File: config.mk
export PLATFORM = sky130hd
export DESIGN_NAME = dmm_top
export DESIGN_NICKNAME = d
export VERILOG_FILES = /design/src/dmm_reg_pkg.sv /design/src/dmm_out_pkg.sv /design/src/cfg_if.sv /design/src/spi_reg_bank.sv /design/src/acq_sequencer.sv /design/src/adc_mock.sv /design/src/mode_out_mux.sv /design/src/dmm_top.sv
export SDC_FILE = /design/constraint.sdc
export NUM_CORES = 1
export LEC_CHECK = 0
export BUFFER_PORTS_ARGS = -buffer_cell sky130_fd_sc_hd__buf_2
export CAP_MARGIN = 20
export CORE_UTILIZATION = 30
export DETAILED_ROUTE_END_ITERATION = 6
export GPL_ROUTABILITY_DRIVEN = 0
export GPL_TIMING_DRIVEN = 0
export PLACE_DENSITY = 0.49
export SETUP_SLACK_MARGIN = 0.4
export SYNTH_ARGS = -nofsm -noshare
export SYNTH_HDL_FRONTEND = slang
export SYNTH_SLANG_ARGS = --single-unit
File: constraint.sdc
create_clock -name clk -period 7.9 [get_ports clk]
set_input_delay 1.58 -clock clk [delete_from_list [all_inputs] [get_ports clk]]
set_output_delay 1.58 -clock clk [all_outputs]
set_load 0.005 [all_outputs]
File: src/dmm_reg_pkg.sv
// register map, spi frame layout and register widths
// sequence word types shared by the register bank and the sequencer
`default_nettype none

package dmm_reg_pkg;

  ////////////////////////////////////////////////////////////////////////////
  // widths

  localparam int REG_W    = 32;               // every register
  localparam int ADDR_W   = 8;                // address byte leads the frame
  localparam int FRAME_W  = ADDR_W + REG_W;   // 40 bits, msb first
  localparam int BITCNT_W = 6;                // frame bit counter, saturates
  localparam int SEQ_W    = 6;                // azmux 3:0, precharge 5:4
  localparam int SEQ_MAX  = 4;                // sequence words
  localparam int STEP_W   = 2;                // step index and seq_n
  localparam int CNT_W    = 24;               // precharge and aperture counts

  localparam logic [7:0] STATUS_MAGIC = 8'hAA;  // low byte of status

  ////////////////////////////////////////////////////////////////////////////
  // register addresses

  localparam logic [ADDR_W-1:0] ADDR_SPI_MUX   = 8'd1;
  localparam logic [ADDR_W-1:0] ADDR_4094      = 8'd2;   // bit 0 is oe
  localparam logic [ADDR_W-1:0] ADDR_MODE      = 8'd3;
  localparam logic [ADDR_W-1:0] ADDR_DIRECT    = 8'd4;
  localparam logic [ADDR_W-1:0] ADDR_STATUS    = 8'd5;   // read only
  localparam logic [ADDR_W-1:0] ADDR_PRECHARGE = 8'd6;
  localparam logic [ADDR_W-1:0] ADDR_SEQ_N     = 8'd7;
  localparam logic [ADDR_W-1:0] ADDR_SEQ0      = 8'd8;
  localparam logic [ADDR_W-1:0] ADDR_SEQ1      = 8'd9;
  localparam logic [ADDR_W-1:0] ADDR_SEQ2      = 8'd10;
  localparam logic [ADDR_W-1:0] ADDR_SEQ3      = 8'd11;
  localparam logic [ADDR_W-1:0] ADDR_APERTURE  = 8'd12;

  // one azmux/precharge word, and the full table
  typedef logic [SEQ_W-1:0]        seq_word_t;
  typedef seq_word_t [SEQ_MAX-1:0] seq_arr_t;

endpackage

`default_nettype wire

File: src/dmm_out_pkg.sv
// mode codes, spi routing codes
// bit layout of the 25 bit control output vector
`default_nettype none

package dmm_out_pkg;

  localparam int OUT_W = 25;       // control outputs, meas complete on top

  ////////////////////////////////////////////////////////////////////////////
  // output vector fields, leds first since they are the most generic

  localparam int LEDS_LSB   = 0;
  localparam int LEDS_W     = 4;
  localparam int MON_LSB    = 4;
  localparam int MON_W      = 8;
  localparam int PC_LSB     = 12;   // precharge switches
  localparam int PC_W       = 2;
  localparam int AZ_LSB     = 14;
  localparam int AZ_W       = 4;
  localparam int REFMUX_LSB = 18;   // adc reference current mux
  localparam int REFMUX_W   = 4;
  localparam int LATCH_BIT  = 22;   // comparator latch
  localparam int INT_BIT    = 23;   // spi interrupt
  localparam int MEAS_BIT   = 24;   // measurement complete

  // modes, 4 5 and 7 fall through to all zeros
  localparam int MODE_W = 3;
  localparam logic [MODE_W-1:0] MODE_DIRECT   = 3'd0;
  localparam logic [MODE_W-1:0] MODE_LO       = 3'd1;
  localparam logic [MODE_W-1:0] MODE_HI       = 3'd2;
  localparam logic [MODE_W-1:0] MODE_PATTERN  = 3'd3;
  localparam logic [MODE_W-1:0] MODE_SEQ_MOCK = 3'd6;

  // shared spi bus owner
  localparam logic [1:0] SPI_MUX_PARK = 2'd0;   // clk and mosi held high
  localparam logic [1:0] SPI_MUX_4094 = 2'd1;   // cs2 strobes the 4094
  localparam logic [1:0] SPI_MUX_DAC  = 2'd2;   // cs2 selects the dac

endpackage

`default_nettype wire

File: src/cfg_if.sv
// configuration interface from the register bank
// modports for the bank, the sequencer and the output mux
`timescale 1ns/100ps
`default_nettype none

interface cfg_if;

  logic [dmm_out_pkg::MODE_W-1:0]  mode;       // output source select
  logic [dmm_out_pkg::OUT_W-1:0]   direct;     // mode 0 value
  logic [dmm_reg_pkg::CNT_W-1:0]   precharge;  // clocks of adc reset per step
  logic [dmm_reg_pkg::STEP_W-1:0]  seq_n;      // last step index
  dmm_reg_pkg::seq_arr_t           seq;        // azmux/precharge words
  logic [dmm_reg_pkg::CNT_W-1:0]   aperture;   // mock adc integration clocks

  modport bank (
    output mode, direct, precharge, seq_n, seq, aperture
  );

  modport sequencer (
    input precharge, seq_n, seq
  );

  modport mux (
    input mode, direct
  );

endinterface

`default_nettype wire

File: src/spi_reg_bank.sv
// spi slave register bank, sampled in the clk domain
// frame decode, register file, status readback, shared spi bus routing
`timescale 1ns/100ps
`default_nettype none

module spi_reg_bank (
  input  logic       clk,
  input  logic       rst_i,
  input  logic       sck_i,
  input  logic       ss_i,          // active low
  input  logic       sdi_i,
  input  logic       spi_cs2_i,     // second select, routed by spi_mux
  input  logic [3:0] hw_flags_i,
  output logic       sdo_o,
  output logic       glb_spi_clk_o,
  output logic       glb_spi_mosi_o,
  output logic       glb_4094_strobe_o,
  output logic       spi_dac_ss_o,
  output logic       glb_4094_oe_o,
  cfg_if.bank        cfg
);

  ////////////////////////////////////////////////////////////////////////////
  // pin synchronizers, third stage only for edge detect

  logic [2:0] sck_q;
  logic [2:0] ss_q;
  logic [1:0] sdi_q;

  always_ff @(posedge clk) begin
    if (rst_i) begin
      sck_q <= '0;
      ss_q  <= '1;                    // deselected
      sdi_q <= '0;
    end else begin
      sck_q <= {sck_q[1:0], sck_i};
      ss_q  <= {ss_q[1:0], ss_i};
      sdi_q <= {sdi_q[0], sdi_i};
    end
  end

  logic sck_rise, sck_fall, ss_fall, ss_rise, sel;
  assign sck_rise = sck_q[1] & ~sck_q[2];
  assign sck_fall = ~sck_q[1] & sck_q[2];
  assign ss_fall  = ~ss_q[1] & ss_q[2];   // frame start
  assign ss_rise  = ss_q[1] & ~ss_q[2];   // frame end, commit point
  assign sel      = ~ss_q[1];

  ////////////////////////////////////////////////////////////////////////////
  // frame shifting

  logic [dmm_reg_pkg::FRAME_W-1:0]  rx;
  logic [dmm_reg_pkg::REG_W-1:0]    tx;        // readback shifter
  logic [dmm_reg_pkg::BITCNT_W-1:0] bit_cnt;
  logic [dmm_reg_pkg::REG_W-1:0]    rd_data;

  always_ff @(posedge clk) begin
    if (sel && sck_rise) rx <= {rx[dmm_reg_pkg::FRAME_W-2:0], sdi_q[1]};
  end

  always_ff @(posedge clk) begin
    if (rst_i || ss_fall || ss_rise) begin
      bit_cnt <= '0;
      tx      <= '0;
    end else if (sel) begin
      if (sck_rise && bit_cnt != '1) bit_cnt <= bit_cnt + 1'b1;   // saturate
      if (sck_fall) begin
        if (bit_cnt == dmm_reg_pkg::ADDR_W) tx <= rd_data;        // address done
        else if (bit_cnt > dmm_reg_pkg::ADDR_W) tx <= {tx[dmm_reg_pkg::REG_W-2:0], 1'b0};
      end
    end
  end

  assign sdo_o = tx[dmm_reg_pkg::REG_W-1];

  ////////////////////////////////////////////////////////////////////////////
  // register file

  logic [dmm_reg_pkg::REG_W-1:0]  reg_spi_mux, reg_4094, reg_mode, reg_direct;
  logic [dmm_reg_pkg::REG_W-1:0]  reg_precharge, reg_aperture;
  logic [dmm_reg_pkg::STEP_W-1:0] reg_seq_n;
  dmm_reg_pkg::seq_arr_t          reg_seq;

  logic [dmm_reg_pkg::ADDR_W-1:0] wr_addr;
  logic [dmm_reg_pkg::REG_W-1:0]  wr_data;
  logic                           commit;

  assign wr_addr = rx[dmm_reg_pkg::FRAME_W-1 -: dmm_reg_pkg::ADDR_W];
  assign wr_data = rx[dmm_reg_pkg::REG_W-1:0];
  // short or long frames are dropped, status is never written
  assign commit  = ss_rise && bit_cnt == dmm_reg_pkg::FRAME_W &&
                   wr_addr != dmm_reg_pkg::ADDR_STATUS;

  always_ff @(posedge clk) begin
    if (rst_i) begin
      reg_spi_mux   <= '0;          // parked
      reg_4094      <= '0;          // 4094 outputs not enabled at start up
      reg_mode      <= '0;
      reg_direct    <= '0;
      reg_precharge <= '0;
      reg_aperture  <= '0;
      reg_seq_n     <= '0;
      reg_seq       <= '0;
    end else if (commit) begin
      case (wr_addr)
        dmm_reg_pkg::ADDR_SPI_MUX:   reg_spi_mux   <= wr_data;
        dmm_reg_pkg::ADDR_4094:      reg_4094      <= wr_data;
        dmm_reg_pkg::ADDR_MODE:      reg_mode      <= wr_data;
        dmm_reg_pkg::ADDR_DIRECT:    reg_direct    <= wr_data;
        dmm_reg_pkg::ADDR_PRECHARGE: reg_precharge <= wr_data;
        dmm_reg_pkg::ADDR_SEQ_N:     reg_seq_n     <= wr_data[dmm_reg_pkg::STEP_W-1:0];
        dmm_reg_pkg::ADDR_SEQ0:      reg_seq[0]    <= wr_data[dmm_reg_pkg::SEQ_W-1:0];
        dmm_reg_pkg::ADDR_SEQ1:      reg_seq[1]    <= wr_data[dmm_reg_pkg::SEQ_W-1:0];
        dmm_reg_pkg::ADDR_SEQ2:      reg_seq[2]    <= wr_data[dmm_reg_pkg::SEQ_W-1:0];
        dmm_reg_pkg::ADDR_SEQ3:      reg_seq[3]    <= wr_data[dmm_reg_pkg::SEQ_W-1:0];
        dmm_reg_pkg::ADDR_APERTURE:  reg_aperture  <= wr_data;
        default: ;                    // unmapped address
      endcase
    end
  end

  // readback, address is the low byte of rx once 8 bits are in
  always_comb begin
    case (rx[dmm_reg_pkg::ADDR_W-1:0])
      dmm_reg_pkg::ADDR_SPI_MUX:   rd_data = reg_spi_mux;
      dmm_reg_pkg::ADDR_4094:      rd_data = reg_4094;
      dmm_reg_pkg::ADDR_MODE:      rd_data = reg_mode;
      dmm_reg_pkg::ADDR_DIRECT:    rd_data = reg_direct;
      dmm_reg_pkg::ADDR_STATUS:    rd_data = {20'b0, hw_flags_i, dmm_reg_pkg::STATUS_MAGIC};
      dmm_reg_pkg::ADDR_PRECHARGE: rd_data = reg_precharge;
      dmm_reg_pkg::ADDR_SEQ_N:     rd_data = dmm_reg_pkg::REG_W'(reg_seq_n);
      dmm_reg_pkg::ADDR_SEQ0:      rd_data = dmm_reg_pkg::REG_W'(reg_seq[0]);
      dmm_reg_pkg::ADDR_SEQ1:      rd_data = dmm_reg_pkg::REG_W'(reg_seq[1]);
      dmm_reg_pkg::ADDR_SEQ2:      rd_data = dmm_reg_pkg::REG_W'(reg_seq[2]);
      dmm_reg_pkg::ADDR_SEQ3:      rd_data = dmm_reg_pkg::REG_W'(reg_seq[3]);
      dmm_reg_pkg::ADDR_APERTURE:  rd_data = reg_aperture;
      default:                     rd_data = '0;
    endcase
  end

  ////////////////////////////////////////////////////////////////////////////
  // shared bus routing, raw pins gated by the registered owner

  assign glb_spi_clk_o     = (reg_spi_mux == 32'(dmm_out_pkg::SPI_MUX_PARK)) ? 1'b1 : sck_i;
  assign glb_spi_mosi_o    = (reg_spi_mux == 32'(dmm_out_pkg::SPI_MUX_PARK)) ? 1'b1 : sdi_i;
  assign glb_4094_strobe_o = (reg_spi_mux == 32'(dmm_out_pkg::SPI_MUX_4094)) ? ~spi_cs2_i : 1'b0;
  assign spi_dac_ss_o      = (reg_spi_mux == 32'(dmm_out_pkg::SPI_MUX_DAC)) ? spi_cs2_i : 1'b1;
  assign glb_4094_oe_o     = reg_4094[0];

  assign cfg.mode      = reg_mode[dmm_out_pkg::MODE_W-1:0];
  assign cfg.direct    = reg_direct[dmm_out_pkg::OUT_W-1:0];
  assign cfg.precharge = reg_precharge[dmm_reg_pkg::CNT_W-1:0];
  assign cfg.aperture  = reg_aperture[dmm_reg_pkg::CNT_W-1:0];
  assign cfg.seq_n     = reg_seq_n;
  assign cfg.seq       = reg_seq;

endmodule

`default_nettype wire

File: src/acq_sequencer.sv
// acquisition sequencer
// steps azmux and precharge words around adc conversions
`timescale 1ns/100ps
`default_nettype none

module acq_sequencer (
  input  logic                            clk,
  input  logic                            rst_i,
  input  logic                            trig_i,          // level, low holds idle
  input  logic                            measure_valid_i, // end of conversion
  cfg_if.sequencer                        cfg,
  output logic                            adc_reset_n_o,
  output logic [dmm_out_pkg::AZ_W-1:0]    azmux_o,
  output logic [dmm_out_pkg::PC_W-1:0]    pc_sw_o,
  output logic [dmm_out_pkg::MON_W-1:0]   monitor_o,
  output logic [dmm_out_pkg::LEDS_W-1:0]  leds_o
);

  logic [dmm_reg_pkg::CNT_W-1:0]  pc_cnt;   // precharge clocks so far
  logic [dmm_reg_pkg::STEP_W-1:0] step;
  dmm_reg_pkg::seq_word_t         word;

  ////////////////////////////////////////////////////////////////////////////
  // step control
  // adc held in reset for precharge + 1 clocks, then released until
  // the adc reports a result

  always_ff @(posedge clk) begin
    if (rst_i || !trig_i) begin
      pc_cnt        <= '0;
      step          <= '0;
      adc_reset_n_o <= 1'b0;
    end else if (!adc_reset_n_o) begin
      if (pc_cnt == cfg.precharge) begin
        adc_reset_n_o <= 1'b1;        // start conversion
      end else begin
        pc_cnt <= pc_cnt + 1'b1;
      end
    end else if (measure_valid_i) begin
      adc_reset_n_o <= 1'b0;          // back to precharge for the next word
      pc_cnt        <= '0;
      if (step == cfg.seq_n) step <= '0;   // wrap after the last word
      else                   step <= step + 1'b1;
    end
  end

  // current word drives the switches
  assign word    = cfg.seq[step];
  assign azmux_o = word[dmm_out_pkg::AZ_W-1:0];
  assign pc_sw_o = word[dmm_reg_pkg::SEQ_W-1 -: dmm_out_pkg::PC_W];

  // monitor, for a scope on the header pins
  assign monitor_o = {4'b0, step, measure_valid_i, adc_reset_n_o};

  assign leds_o = dmm_out_pkg::LEDS_W'(1) << step;   // one hot step

endmodule

`default_nettype wire

File: src/adc_mock.sv
// mock adc, counts an aperture and pulses measure valid
`timescale 1ns/100ps
`default_nettype none

module adc_mock (
  input  logic                          clk,
  input  logic                          rst_i,
  input  logic                          reset_n_i,    // low holds and re-arms
  input  logic [dmm_reg_pkg::CNT_W-1:0] aperture_i,
  output logic                          measure_valid_o
);

  logic [dmm_reg_pkg::CNT_W-1:0] cnt;
  logic                          done;   // result given, wait for reset

  always_ff @(posedge clk) begin
    if (rst_i || !reset_n_i) begin
      cnt             <= '0;
      done            <= 1'b0;
      measure_valid_o <= 1'b0;
    end else begin
      measure_valid_o <= 1'b0;          // single clock pulse
      if (!done) begin
        if (cnt == aperture_i) begin
          measure_valid_o <= 1'b1;      // aperture + 1 clocks after release
          done            <= 1'b1;
        end else begin
          cnt <= cnt + 1'b1;
        end
      end
    end
  end

endmodule

`default_nettype wire

File: src/mode_out_mux.sv
// test pattern counter
// registered mode selection of the control output vector
`timescale 1ns/100ps
`default_nettype none

module mode_out_mux (
  input  logic                            clk,
  input  logic                            rst_i,
  cfg_if.mux                              cfg,
  input  logic [dmm_out_pkg::AZ_W-1:0]    seq_azmux_i,
  input  logic [dmm_out_pkg::PC_W-1:0]    seq_pc_i,
  input  logic [dmm_out_pkg::MON_W-1:0]   seq_mon_i,
  input  logic [dmm_out_pkg::LEDS_W-1:0]  seq_leds_i,
  output logic [dmm_out_pkg::OUT_W-1:0]   ctl_o
);

  logic [dmm_out_pkg::OUT_W-1:0] pattern;   // free running, leds count in mode 3
  logic [dmm_out_pkg::OUT_W-1:0] seq_vec;

  always_ff @(posedge clk) begin
    if (rst_i) pattern <= '0;
    else       pattern <= pattern + 1'b1;
  end

  // mode 6 vector, refmux latch int and meas complete stay low
  always_comb begin
    seq_vec = '0;
    seq_vec[dmm_out_pkg::LEDS_LSB +: dmm_out_pkg::LEDS_W] = seq_leds_i;
    seq_vec[dmm_out_pkg::MON_LSB  +: dmm_out_pkg::MON_W]  = seq_mon_i;
    seq_vec[dmm_out_pkg::PC_LSB   +: dmm_out_pkg::PC_W]   = seq_pc_i;
    seq_vec[dmm_out_pkg::AZ_LSB   +: dmm_out_pkg::AZ_W]   = seq_azmux_i;
  end

  ////////////////////////////////////////////////////////////////////////////
  // output register

  always_ff @(posedge clk) begin
    if (rst_i) begin
      ctl_o <= '0;                    // everything low out of reset
    end else begin
      case (cfg.mode)
        dmm_out_pkg::MODE_DIRECT:   ctl_o <= cfg.direct;
        dmm_out_pkg::MODE_LO:       ctl_o <= '0;
        dmm_out_pkg::MODE_HI:       ctl_o <= '1;
        dmm_out_pkg::MODE_PATTERN:  ctl_o <= pattern;
        dmm_out_pkg::MODE_SEQ_MOCK: ctl_o <= seq_vec;
        default:                    ctl_o <= '0;   // modes 4 5 7
      endcase
    end
  end

endmodule

`default_nettype wire

File: src/dmm_top.sv
// dmm front-end controller top level
// register bank, sequencer with mock adc, output mode mux
`timescale 1ns/100ps
`default_nettype none

module dmm_top (
  input  logic                            clk,
  input  logic                            rst_i,
  input  logic                            SCK,
  input  logic                            SS,
  input  logic                            SDI,
  input  logic                            SPI_CS2,
  input  logic                            U1004_4094_DATA,            // unused
  input  logic [3:0]                      hw_flags_i,
  input  logic                            trigger_source_internal_i,
  input  logic                            trigger_source_external_i,  // unused
  input  logic                            adc_cmpr_p_i,               // unused
  output logic                            SDO,
  output logic                            GLB_SPI_CLK,
  output logic                            GLB_SPI_MOSI,
  output logic                            GLB_4094_OE_CTL,
  output logic                            GLB_4094_STROBE_CTL,
  output logic                            SPI_DAC_SS,
  output logic [dmm_out_pkg::LEDS_W-1:0]  leds_o,
  output logic [dmm_out_pkg::MON_W-1:0]   monitor_o,
  output logic [dmm_out_pkg::PC_W-1:0]    pc_sw_o,
  output logic [dmm_out_pkg::AZ_W-1:0]    azmux_o,
  output logic [dmm_out_pkg::REFMUX_W-1:0] adc_refmux_o,
  output logic                            adc_cmpr_latch_ctl_o,
  output logic                            spi_interrupt_ctl_o,
  output logic                            meas_complete_o
);

  cfg_if cfg ();

  logic                            adc_reset_n, measure_valid;
  logic [dmm_out_pkg::AZ_W-1:0]    seq_azmux;
  logic [dmm_out_pkg::PC_W-1:0]    seq_pc;
  logic [dmm_out_pkg::MON_W-1:0]   seq_mon;
  logic [dmm_out_pkg::LEDS_W-1:0]  seq_leds;
  logic [dmm_out_pkg::OUT_W-1:0]   ctl;

  spi_reg_bank u_bank (
    .clk(clk), .rst_i(rst_i),
    .sck_i(SCK), .ss_i(SS), .sdi_i(SDI), .spi_cs2_i(SPI_CS2),
    .hw_flags_i(hw_flags_i),
    .sdo_o(SDO), .glb_spi_clk_o(GLB_SPI_CLK), .glb_spi_mosi_o(GLB_SPI_MOSI),
    .glb_4094_strobe_o(GLB_4094_STROBE_CTL), .spi_dac_ss_o(SPI_DAC_SS),
    .glb_4094_oe_o(GLB_4094_OE_CTL),
    .cfg(cfg.bank)
  );

  acq_sequencer u_seq (
    .clk(clk), .rst_i(rst_i),
    .trig_i(trigger_source_internal_i), .measure_valid_i(measure_valid),
    .cfg(cfg.sequencer),
    .adc_reset_n_o(adc_reset_n), .azmux_o(seq_azmux), .pc_sw_o(seq_pc),
    .monitor_o(seq_mon), .leds_o(seq_leds)
  );

  adc_mock u_adc (
    .clk(clk), .rst_i(rst_i),
    .reset_n_i(adc_reset_n), .aperture_i(cfg.aperture),
    .measure_valid_o(measure_valid)
  );

  mode_out_mux u_mux (
    .clk(clk), .rst_i(rst_i), .cfg(cfg.mux),
    .seq_azmux_i(seq_azmux), .seq_pc_i(seq_pc), .seq_mon_i(seq_mon),
    .seq_leds_i(seq_leds), .ctl_o(ctl)
  );

  // split the control vector onto the pins
  assign leds_o               = ctl[dmm_out_pkg::LEDS_LSB +: dmm_out_pkg::LEDS_W];
  assign monitor_o            = ctl[dmm_out_pkg::MON_LSB +: dmm_out_pkg::MON_W];
  assign pc_sw_o              = ctl[dmm_out_pkg::PC_LSB +: dmm_out_pkg::PC_W];
  assign azmux_o              = ctl[dmm_out_pkg::AZ_LSB +: dmm_out_pkg::AZ_W];
  assign adc_refmux_o         = ctl[dmm_out_pkg::REFMUX_LSB +: dmm_out_pkg::REFMUX_W];
  assign adc_cmpr_latch_ctl_o = ctl[dmm_out_pkg::LATCH_BIT];
  assign spi_interrupt_ctl_o  = ctl[dmm_out_pkg::INT_BIT];
  assign meas_complete_o      = ctl[dmm_out_pkg::MEAS_BIT];

endmodule

`default_nettype wire

==> flow_summary.ini, run 1 <==
[outcome]
status = finished, final reports clean

[synth]
synth.distinct_cells = 75
avgSynthCellArea_um2 = 8.661
ys_ff_latch = 407
synth_top_family_by_area = simple AND/OR/NAND/NOR gates
yosys_warnings = 0
synthAdderAreaFrac = 0.006162
yosys.area_share.simple = 0.2133
synth-seq-area-share = 0.4678
synth-xor-area-share = 0.03930
synthesis.instances = 2110
synth_compound_area_frac = 0.1412
synth-main-ff-cell = dfxtp_1
ys_async_sr_fraction = 0
synth_edf_count = 40
synth_fp_nets = 2133
synth_mux_area_frac = 0.09434
synth_area_um2 = 18280

[global_route]
grt_first_pass_wirelength_um = 96870
grt_max_degree = 14
grt_overflow_total = 0
first_global_vias = 15280
antenna_found_initial = 3
grt.total_usage = 0.2046

[cts]
h-tree-depth = 2
clkSlewWorstSetupHoldPaths_ns = 0.06
clock_latency_ns = 0.59
clock_sinks = 407
ctsResizeCount = 0
cts_tree = yes
cts_max_path_buffers = 3
numCtsBuffers = 46
cts_setup_buffers = 0
cts_hold_buf = 0
cts_root_buf = clkbuf_16

[die]
dieArea_um2 = 61910
num_rows = 90
boundaryPins = 45
die_x_um = 248.8
initial_core_util = 0.3033
coreArea_um2 = 60250
dieHeight_um = 248.8

[timing]
slew_headroom = 0.2780
worst_slack_ns = 3.124
setup-tns-final_ns = 0
fin_crit_sh = 0.6045
drv_slew = 0
setup_viol = 0
rsz0062_at_grt = no
fmax_mhz = 209.4
finalHoldViolCount = 0
clock_skew_ns = 0.02512
fin_crit_ns = 4.776
worst_pin_slew_ns = 1.083

[critical_path]
critPathMaxFanout = 3
slowest_delay_ns = 0.75
cpMaxStageDelayCell = nor4_1
cp.arrival_ns = 3.20
cp-start-kind = register
crit_path_cell_trace = nor4_1, nand4_1, nor4_1, or2_2, buf_2
cp.required_ns = 6.32
criticalPathCategory = register to primary output
worst_setup_path_end_kind = primary output
cpMostUsedCell = nor4_1

[drt]
initialDrtViolationCount = 1162
vias = 15780
routed_wl_um = 63710
wire_per_inst_um = 21.08
drt_pass1_iterations = 5
vias_per_cell = 5.221
antenna_left = 0
drc = 0

[final_layout]
final-seq-area_um2 = 8548
drive_gt1_frac = 0.1049
fillers = 6172
nNetsFinal = 2226
final_cells = 3022
n_antenna_cell = 0
syn2layout_area_growth_pct = 15.52
multi_input_area_um2 = 9039

[place]
port_buffers = 41
hpwl_um = 47290
place_ws_ns = 3.737
place_inst = 2937

[pwr]
ir_drop_uv = 136.0
p_per_area_nw_per_um2 = 210.7
power.leakage_nw = 7.728

[hold_path]
hold_class = register to register

[flow_run]
cap_violations = 0
## layer usage
metal / track usage / wire length, um / vias up
met4: 0.07684 / 2167 / 2
met2: 0.3204 / 28300 / 476
li1: - / - / 7555
met5: 0 / 8 / -
met3: 0.03804 / 4027 / 111
met1: 0.2787 / 29210 / 7634
## registers in the layout, indices dropped and copies added, names as in the netlist, 3 cells and up
name                  cells
u_mux.pattern            25
u_bank.reg_aperture      32
u_bank.reg_precharge     32
u_bank.reg_direct        32
u_bank.reg_spi_mux       32
u_bank.reg_mode          32
u_bank.rx                40
u_seq.pc_cnt             24
u_bank.bit_cnt            6
u_bank.sck_q              3
u_bank.cfg.seq           24
u_mux.ctl_o              25
u_bank.reg_4094          32
u_adc.cnt                24
u_bank.tx                32
u_bank.ss_q               3
## cell usage after synthesis (32+ instances only)
master      n  area share
dfxtp_1   367        0.40
nand2_1   352       0.072
nor2_1    293       0.060
a21oi_1   221       0.061
mux2i_1   125       0.068
clkbuf_1  100       0.021
xnor2_1    64       0.031
edfxtp_1   40       0.066
o21ai_0    38       0.010
buf_2      34      0.0093
nand3_1    34      0.0093
nand4_1    33       0.011
a22oi_1    32       0.013
nor3_1     32      0.0088
## worst paths after layout
path | from | end | slack (ns) | depth (start not counted)
worst max-delay path | u_bank.reg_spi_mux[26] | GLB_SPI_CLK | 3.12 | 5
worst min-delay path | u_bank.sdi_q[1] | u_bank.rx[0] | 0.40 | 0
worst max register to register | u_bank.rx[0] | u_bank.tx[1] | 4.41 | 5
worst min register to register | u_bank.sdi_q[1] | u_bank.rx[0] | 0.40 | 0
## cell type report
cell class | count | share of cell area
Sequential cell | 407 | 0.4049
Clock inverter | 17 | 0.008712
Tap cell | 782 | 0.04635
Timing Repair Buffer | 45 | 0.01185
Buffer | 143 | 0.02892
Multi-Input combinational cell | 1538 | 0.4281
Clock buffer | 68 | 0.06721
Inverter | 22 | 0.003912
## report_power, final
group | internal, mW | total (mW) | switching, mW
Clock | 1.37 | 2.27 | 0.902
Sequential | 2.09 | 2.09 | 0.00737
Combinational | 0.0156 | 0.0812 | 0.0656
## per-stage QoR
step	hold WS (ns)	power, mW	utilization	area (um^2)
2_1_floorplan	0.3855	2.181	-	18280
3_3_place_gp	0.3921	2.220	0.3230	19460
3_5_place_dp	0.3887	2.220	0.3238	19510
4_1_cts	0.3983	4.488	0.3504	21110
5_1_grt	0.4035	4.579	0.3504	21110
6_report	0.3985	4.448	0.3504	21110
## cell families after synthesis
group / count (synthesis)
AO/OA/AOI/OAI: 416
XOR/XNOR: 82
adder cells (fa/ha/maj): 9
buffers and inverters: 165
flip-flops: 407
multiplexers: 159
AND/OR/NAND/NOR: 872
## cell usage in the layout, fill, tap and decap left out, types with 20 or more instances in the layout
master	netlist	layout
a221oi_1	29	29
clkbuf_16	0	50
clkbuf_1	100	108
dfxtp_1	367	367
a22oi_1	32	32
a21oi_1	221	221
nand3_1	34	34
buf_2	34	75
o21ai_0	38	38
nand4_1	33	33
edfxtp_1	40	40
nor3_1	32	32
mux2i_1	125	125
xnor2_1	64	64
nor2_1	293	293
inv_1	20	20
a211o_1	20	20
nand2_1	352	352
mux2_2	26	26
## worst max-delay path, delay by kind of cell, from the launching register on
kind / cells / cell delay [ns]
DFF: 1 / 0.33
buffers and inverters: 1 / 0.10
and+or+nand+nor: 4 / 2.18
No activity file was read; power rests on OpenSTA's default activity.
==> run 2: changes to the inputs <==
Settings changed: PLACE_DENSITY 0.49 to 0.51.
Clock period 7.9 ns to 3.95 ns, I/O delays scaled along.
==> flow_summary.ini, run 2 (synthesis results as in run 1) <==
[cts]
cts_max_path_buffers = 3
cts_tree = yes
clock_latency_ns = 0.59
h-tree-depth = 2
clkSlewWorstSetupHoldPaths_ns = 0.06
cts_root_buf = clkbuf_16
cts_setup_buffers = 0
cts_hold_buf = 0
clock_sinks = 407
numCtsBuffers = 46

[hold_path]
hp-start = SS
hold_class = input port to register
hold_depth = 2

[pwr]
ir_drop_uv = 270.1
power.leakage_nw = 7.678
power_mw = 8.760
p_per_area_nw_per_um2 = 416.2

[outcome]
status = finished, violations left
violations = DRC

[global_route]
grt.total_usage = 0.2028
grt_max_degree = 18
grt_overflow_total = 0
grt_first_pass_wirelength_um = 96290
first_global_vias = 15410
antenna_found_initial = 1

[die]
initial_core_util = 0.3033
boundaryPins = 45
coreArea_um2 = 60250
num_rows = 90
dieArea_um2 = 61910
dieHeight_um = 248.8
die_x_um = 248.8

[flow_run]
cap_violations = 0

[critical_path]
cp.required_ns = 4.40
reg2reg_depth = 5
cp-start-kind = register
cp.arrival_ns = 3.93
cp-startpoint = u_bank.rx[0]
criticalPathCategory = register to register
r2r_start = u_bank.rx[0]
critPathMaxFanout = 10
worst_setup_path_end_kind = register

[drt]
drt_pass1_iterations = 7
initialDrtViolationCount = 1424
drc = 1
routed_wl_um = 63460
vias_per_cell = 5.288
antenna_left = 0
wire_per_inst_um = 21.01
vias = 15970

[final_layout]
nNetsFinal = 2224
largest_reg_flops = 40
n_antenna_cell = 0
mostFrequentLayoutCells = dfxtp_1, nand2_1, nor2_1
postLayoutCoreUtil = 0.3493
top_register = u_bank.rx
drive_gt1_frac = 0.1014
final_common_cell = dfxtp_1
syn2layout_area_growth_pct = 15.16

[timing]
setup-tns-final_ns = 0
setup_viol = 0
finalHoldViolCount = 0
rsz0062_at_grt = no
clock_skew_ns = 0.02300
slew_headroom = 0.2959
fmax_mhz = 287.1
worst_pin_slew_ns = 1.056
fin_crit_sh = 0.8819
fin_crit_ns = 3.484
drv_slew = 0

[place]
hpwl_um = 46900
port_buffers = 41
[run 2: final cells by class]
cell class	instances	area (um^2)
plain buffers	143	610.6
fillers	6150	39200
clock buffers	67	1311
repair buffers	43	247.7
clock inverters	18	215.2
multi-input cells	1538	9051
inverters	22	82.58
well taps	782	978.4
flip-flops and latches	407	8548
[run 2: routing by layer]
layer | vias up | wire length [um] | global-route usage
li1 | 7543 | - | -
met1 | 7783 | 28450 | 0.2745
met2 | 541 | 29030 | 0.3284
met5 | - | 0 | 0
met4 | 0 | 2025 | 0.07720
met3 | 103 | 3957 | 0.02539
[run 2: through the flow]
| stage | worst slack (ns) | hold WS (ns) | area, um^2 | instances |
|---|---|---|---|---|
| 2_1_floorplan | 1.044 | 0.3855 | 18280 | 2110 |
| 3_3_place_gp | -0.2382 | 0.3914 | 19460 | 2933 |
| 3_5_place_dp | 0.6000 | 0.3942 | 19510 | 2935 |
| 4_1_cts | 0.4197 | 0.3703 | 21050 | 3020 |
| 5_1_grt | 0.4368 | 0.3904 | 21050 | 3020 |
| 6_report | 0.4664 | 0.3902 | 21050 | 3020 |
[run 2: timing repair]
| item | in CTS | in global routing |
|---|---|---|
| setup endpoints to repair | 2 | 0 |
| resized for setup | 1 | 0 |
| hold endpoints to repair | 0 | 0 |
[run 2: worst paths after layout]
check,endpoint,slack [ns]
setup / recovery,u_bank.tx[1],0.47
hold / removal,u_bank.ss_q[0],0.39
setup reg to reg,u_bank.tx[1],0.47
hold reg to reg,u_bank.rx[0],0.41
[run 2: report_power, final]
part	leakage (nW)	total, mW	internal [mW]	switching (mW)
sequential	3.32	4.19	4.17	0.0150
clock	0.746	4.41	2.62	1.78
combinational	3.62	0.162	0.0314	0.131
total	7.68	8.76	6.83	1.93
[run 2: critical path, cell delays in order (launching register included)]
cell and delay, ns:
edfxtp_1 0.70, clkbuf_1 0.60, clkbuf_1 0.85, mux4_2 0.63, a21oi_1 0.39, o22ai_1 0.16
==> run 3: changes to the inputs <==
Settings changed: BUFFER_PORTS_ARGS -buffer_cell sky130_fd_sc_hd__buf_2 to -buffer_cell sky130_fd_sc_hd__buf_4, CTS_BUF_LIST from default to sky130_fd_sc_hd__clkbuf_2 sky130_fd_sc_hd__clkbuf_4 sky130_fd_sc_hd__clkbuf_8.
==> flow_summary.ini, run 3 (synthesis results as in run 1) <==
[outcome]
status = finished, final reports clean

[critical_path]
crit_family = buffers and inverters
worst_setup_path_end_kind = register
critPathMaxFanout = 10
slowest_delay_ns = 0.90
cpMaxStageDelayCell = clkbuf_1
crit_buf_inv = 2
criticalPathCategory = register to register
cpMostUsedCell = clkbuf_1
cp.required_ns = 4.46
cp-start-kind = register
r2r_start = u_bank.rx[0]
reg2reg_depth = 5
timing.rr.end = u_bank.tx[1]
cp.arrival_ns = 4.02
regToRegSetupSlack_ns = 0.44
crit_path_cell_trace = clkbuf_1, clkbuf_1, mux4_2, a21oi_1, o22ai_1

[final_layout]
final_common_cell = dfxtp_1
nNetsFinal = 2253
mostFrequentLayoutCells = dfxtp_1, nand2_1, nor2_1
top_register = u_bank.rx
postLayoutCoreUtil = 0.3541
final_cells = 3072
design_area_um2 = 21330
syn2layout_area_growth_pct = 16.73
drive_gt1_frac = 0.1302
largest_reg_flops = 40

[drt]
wire_per_inst_um = 20.91
initialDrtViolationCount = 1474
routed_wl_um = 64230
antenna_left = 0
vias = 16260
vias_per_cell = 5.294
drc = 0
drt_pass1_iterations = 6

[die]
dieHeight_um = 248.8
boundaryPins = 45
coreArea_um2 = 60250
initial_core_util = 0.3033
die_x_um = 248.8
dieArea_um2 = 61910
num_rows = 90

[timing]
fmax_mhz = 284.5
clock_skew_ns = 0.03538
slew_headroom = 0.2504
fin_crit_ns = 3.515
setup_viol = 0
drv_slew = 0
fin_crit_sh = 0.8898
worst_pin_slew_ns = 1.124
setup-tns-final_ns = 0
finalHoldViolCount = 0
rsz0062_at_grt = no

[pwr]
ir_drop_uv = 185.8
p_per_area_nw_per_um2 = 418.9
power_mw = 8.936
power.leakage_nw = 7.835

[place]
placed_area_um2 = 19620
port_buffers = 41
place_inst = 2935
hpwl_um = 46590

[global_route]
antenna_found_initial = 1
grt_first_pass_wirelength_um = 97160
grt_overflow_total = 0
grt.total_usage = 0.2046
grt_max_degree = 18
first_global_vias = 15710

[cts]
numCtsBuffers = 75
clock_latency_ns = 0.66
cts_root_buf = clkbuf_8
cts_max_path_buffers = 3
cts_tree = yes
clkSlewWorstSetupHoldPaths_ns = 0.06
clock_sinks = 407
h-tree-depth = 3

[hold_path]
hp-start = SS
hold_depth = 2
hold_end = u_bank.ss_q[0]
hold_class = input port to register

[flow_run]
cap_violations = 0
[run 3: cell types whose count changed in the layout (fill, tap and decap cells not counted), moves of 2 or more]
cell,change
clkbuf_4,+29
clkbuf_8,+86
buf_4,+41
clkbuf_1,-14
clkinvlp_4,+3
clkinv_1,-5
buf_2,-41
clkinv_2,-2
clkbuf_16,-47
[run 3: timing repair]
item | in CTS | in global routing
setup endpoints to repair | 3 | 0
hold buffers | 0 | 0
buffers inserted | 0 | 0
gates resized for setup | 2 | 0
[run 3: metal layers]
metal	global-route usage	routed length [um]	up-vias
met3	0.03626	4253	108
li1	-	-	7611
met1	0.2743	28840	7959
met4	0.07063	1752	0
met2	0.3299	29390	586
met5	0	0	-
[run 3: how the worst max path moves through the flow]
| stage | depth (start not counted) | to | start |
|---|---|---|---|
| global placement | 6 | u_bank.bit_cnt[5] | u_bank.ss_q[1] |
| global route | 5 | GLB_SPI_MOSI | u_bank.reg_spi_mux[26] |
| finish | 5 | u_bank.tx[1] | u_bank.rx[0] |
| detailed placement | 5 | u_bank.tx[1] | u_bank.rx[0] |
| floorplan | 6 | u_bank.bit_cnt[5] | u_bank.ss_q[1] |
| CTS | 5 | GLB_SPI_MOSI | u_bank.reg_spi_mux[26] |
[run 3: area by class of cell]
cell class,count,area [um^2]
clock inverters,15,217.7
flip-flops and latches,407,8548
well taps,782,978.4
plain buffers,143,610.6
fillers,6166,38910
clock buffers,121,1484
diodes,1,2.502
repair buffers,43,350.3
inverters,22,82.58
multi-input cells,1538,9057
[run 3: worst reg2reg max path: stages (launching register included)]
cell	delay, ns
edfxtp_1	0.68
clkbuf_1	0.62
clkbuf_1	0.90
mux4_2	0.64
a21oi_1	0.39
o22ai_1	0.15
[run 3: through the flow]
step,worst slack (ns),hold WS [ns]
global route,0.4518,0.3140
finish,0.4355,0.3380
detailed placement,0.5908,0.3982
floorplan,1.044,0.3855
global placement,-0.3985,0.3921
CTS,0.4915,0.2900
[run 3: report_power, final]
part           total [mW]  switching, mW  internal (mW)
clock                4.58           1.87           2.71
sequential           4.19         0.0152           4.18
combinational       0.166          0.132         0.0343
total                8.94           2.02           6.92
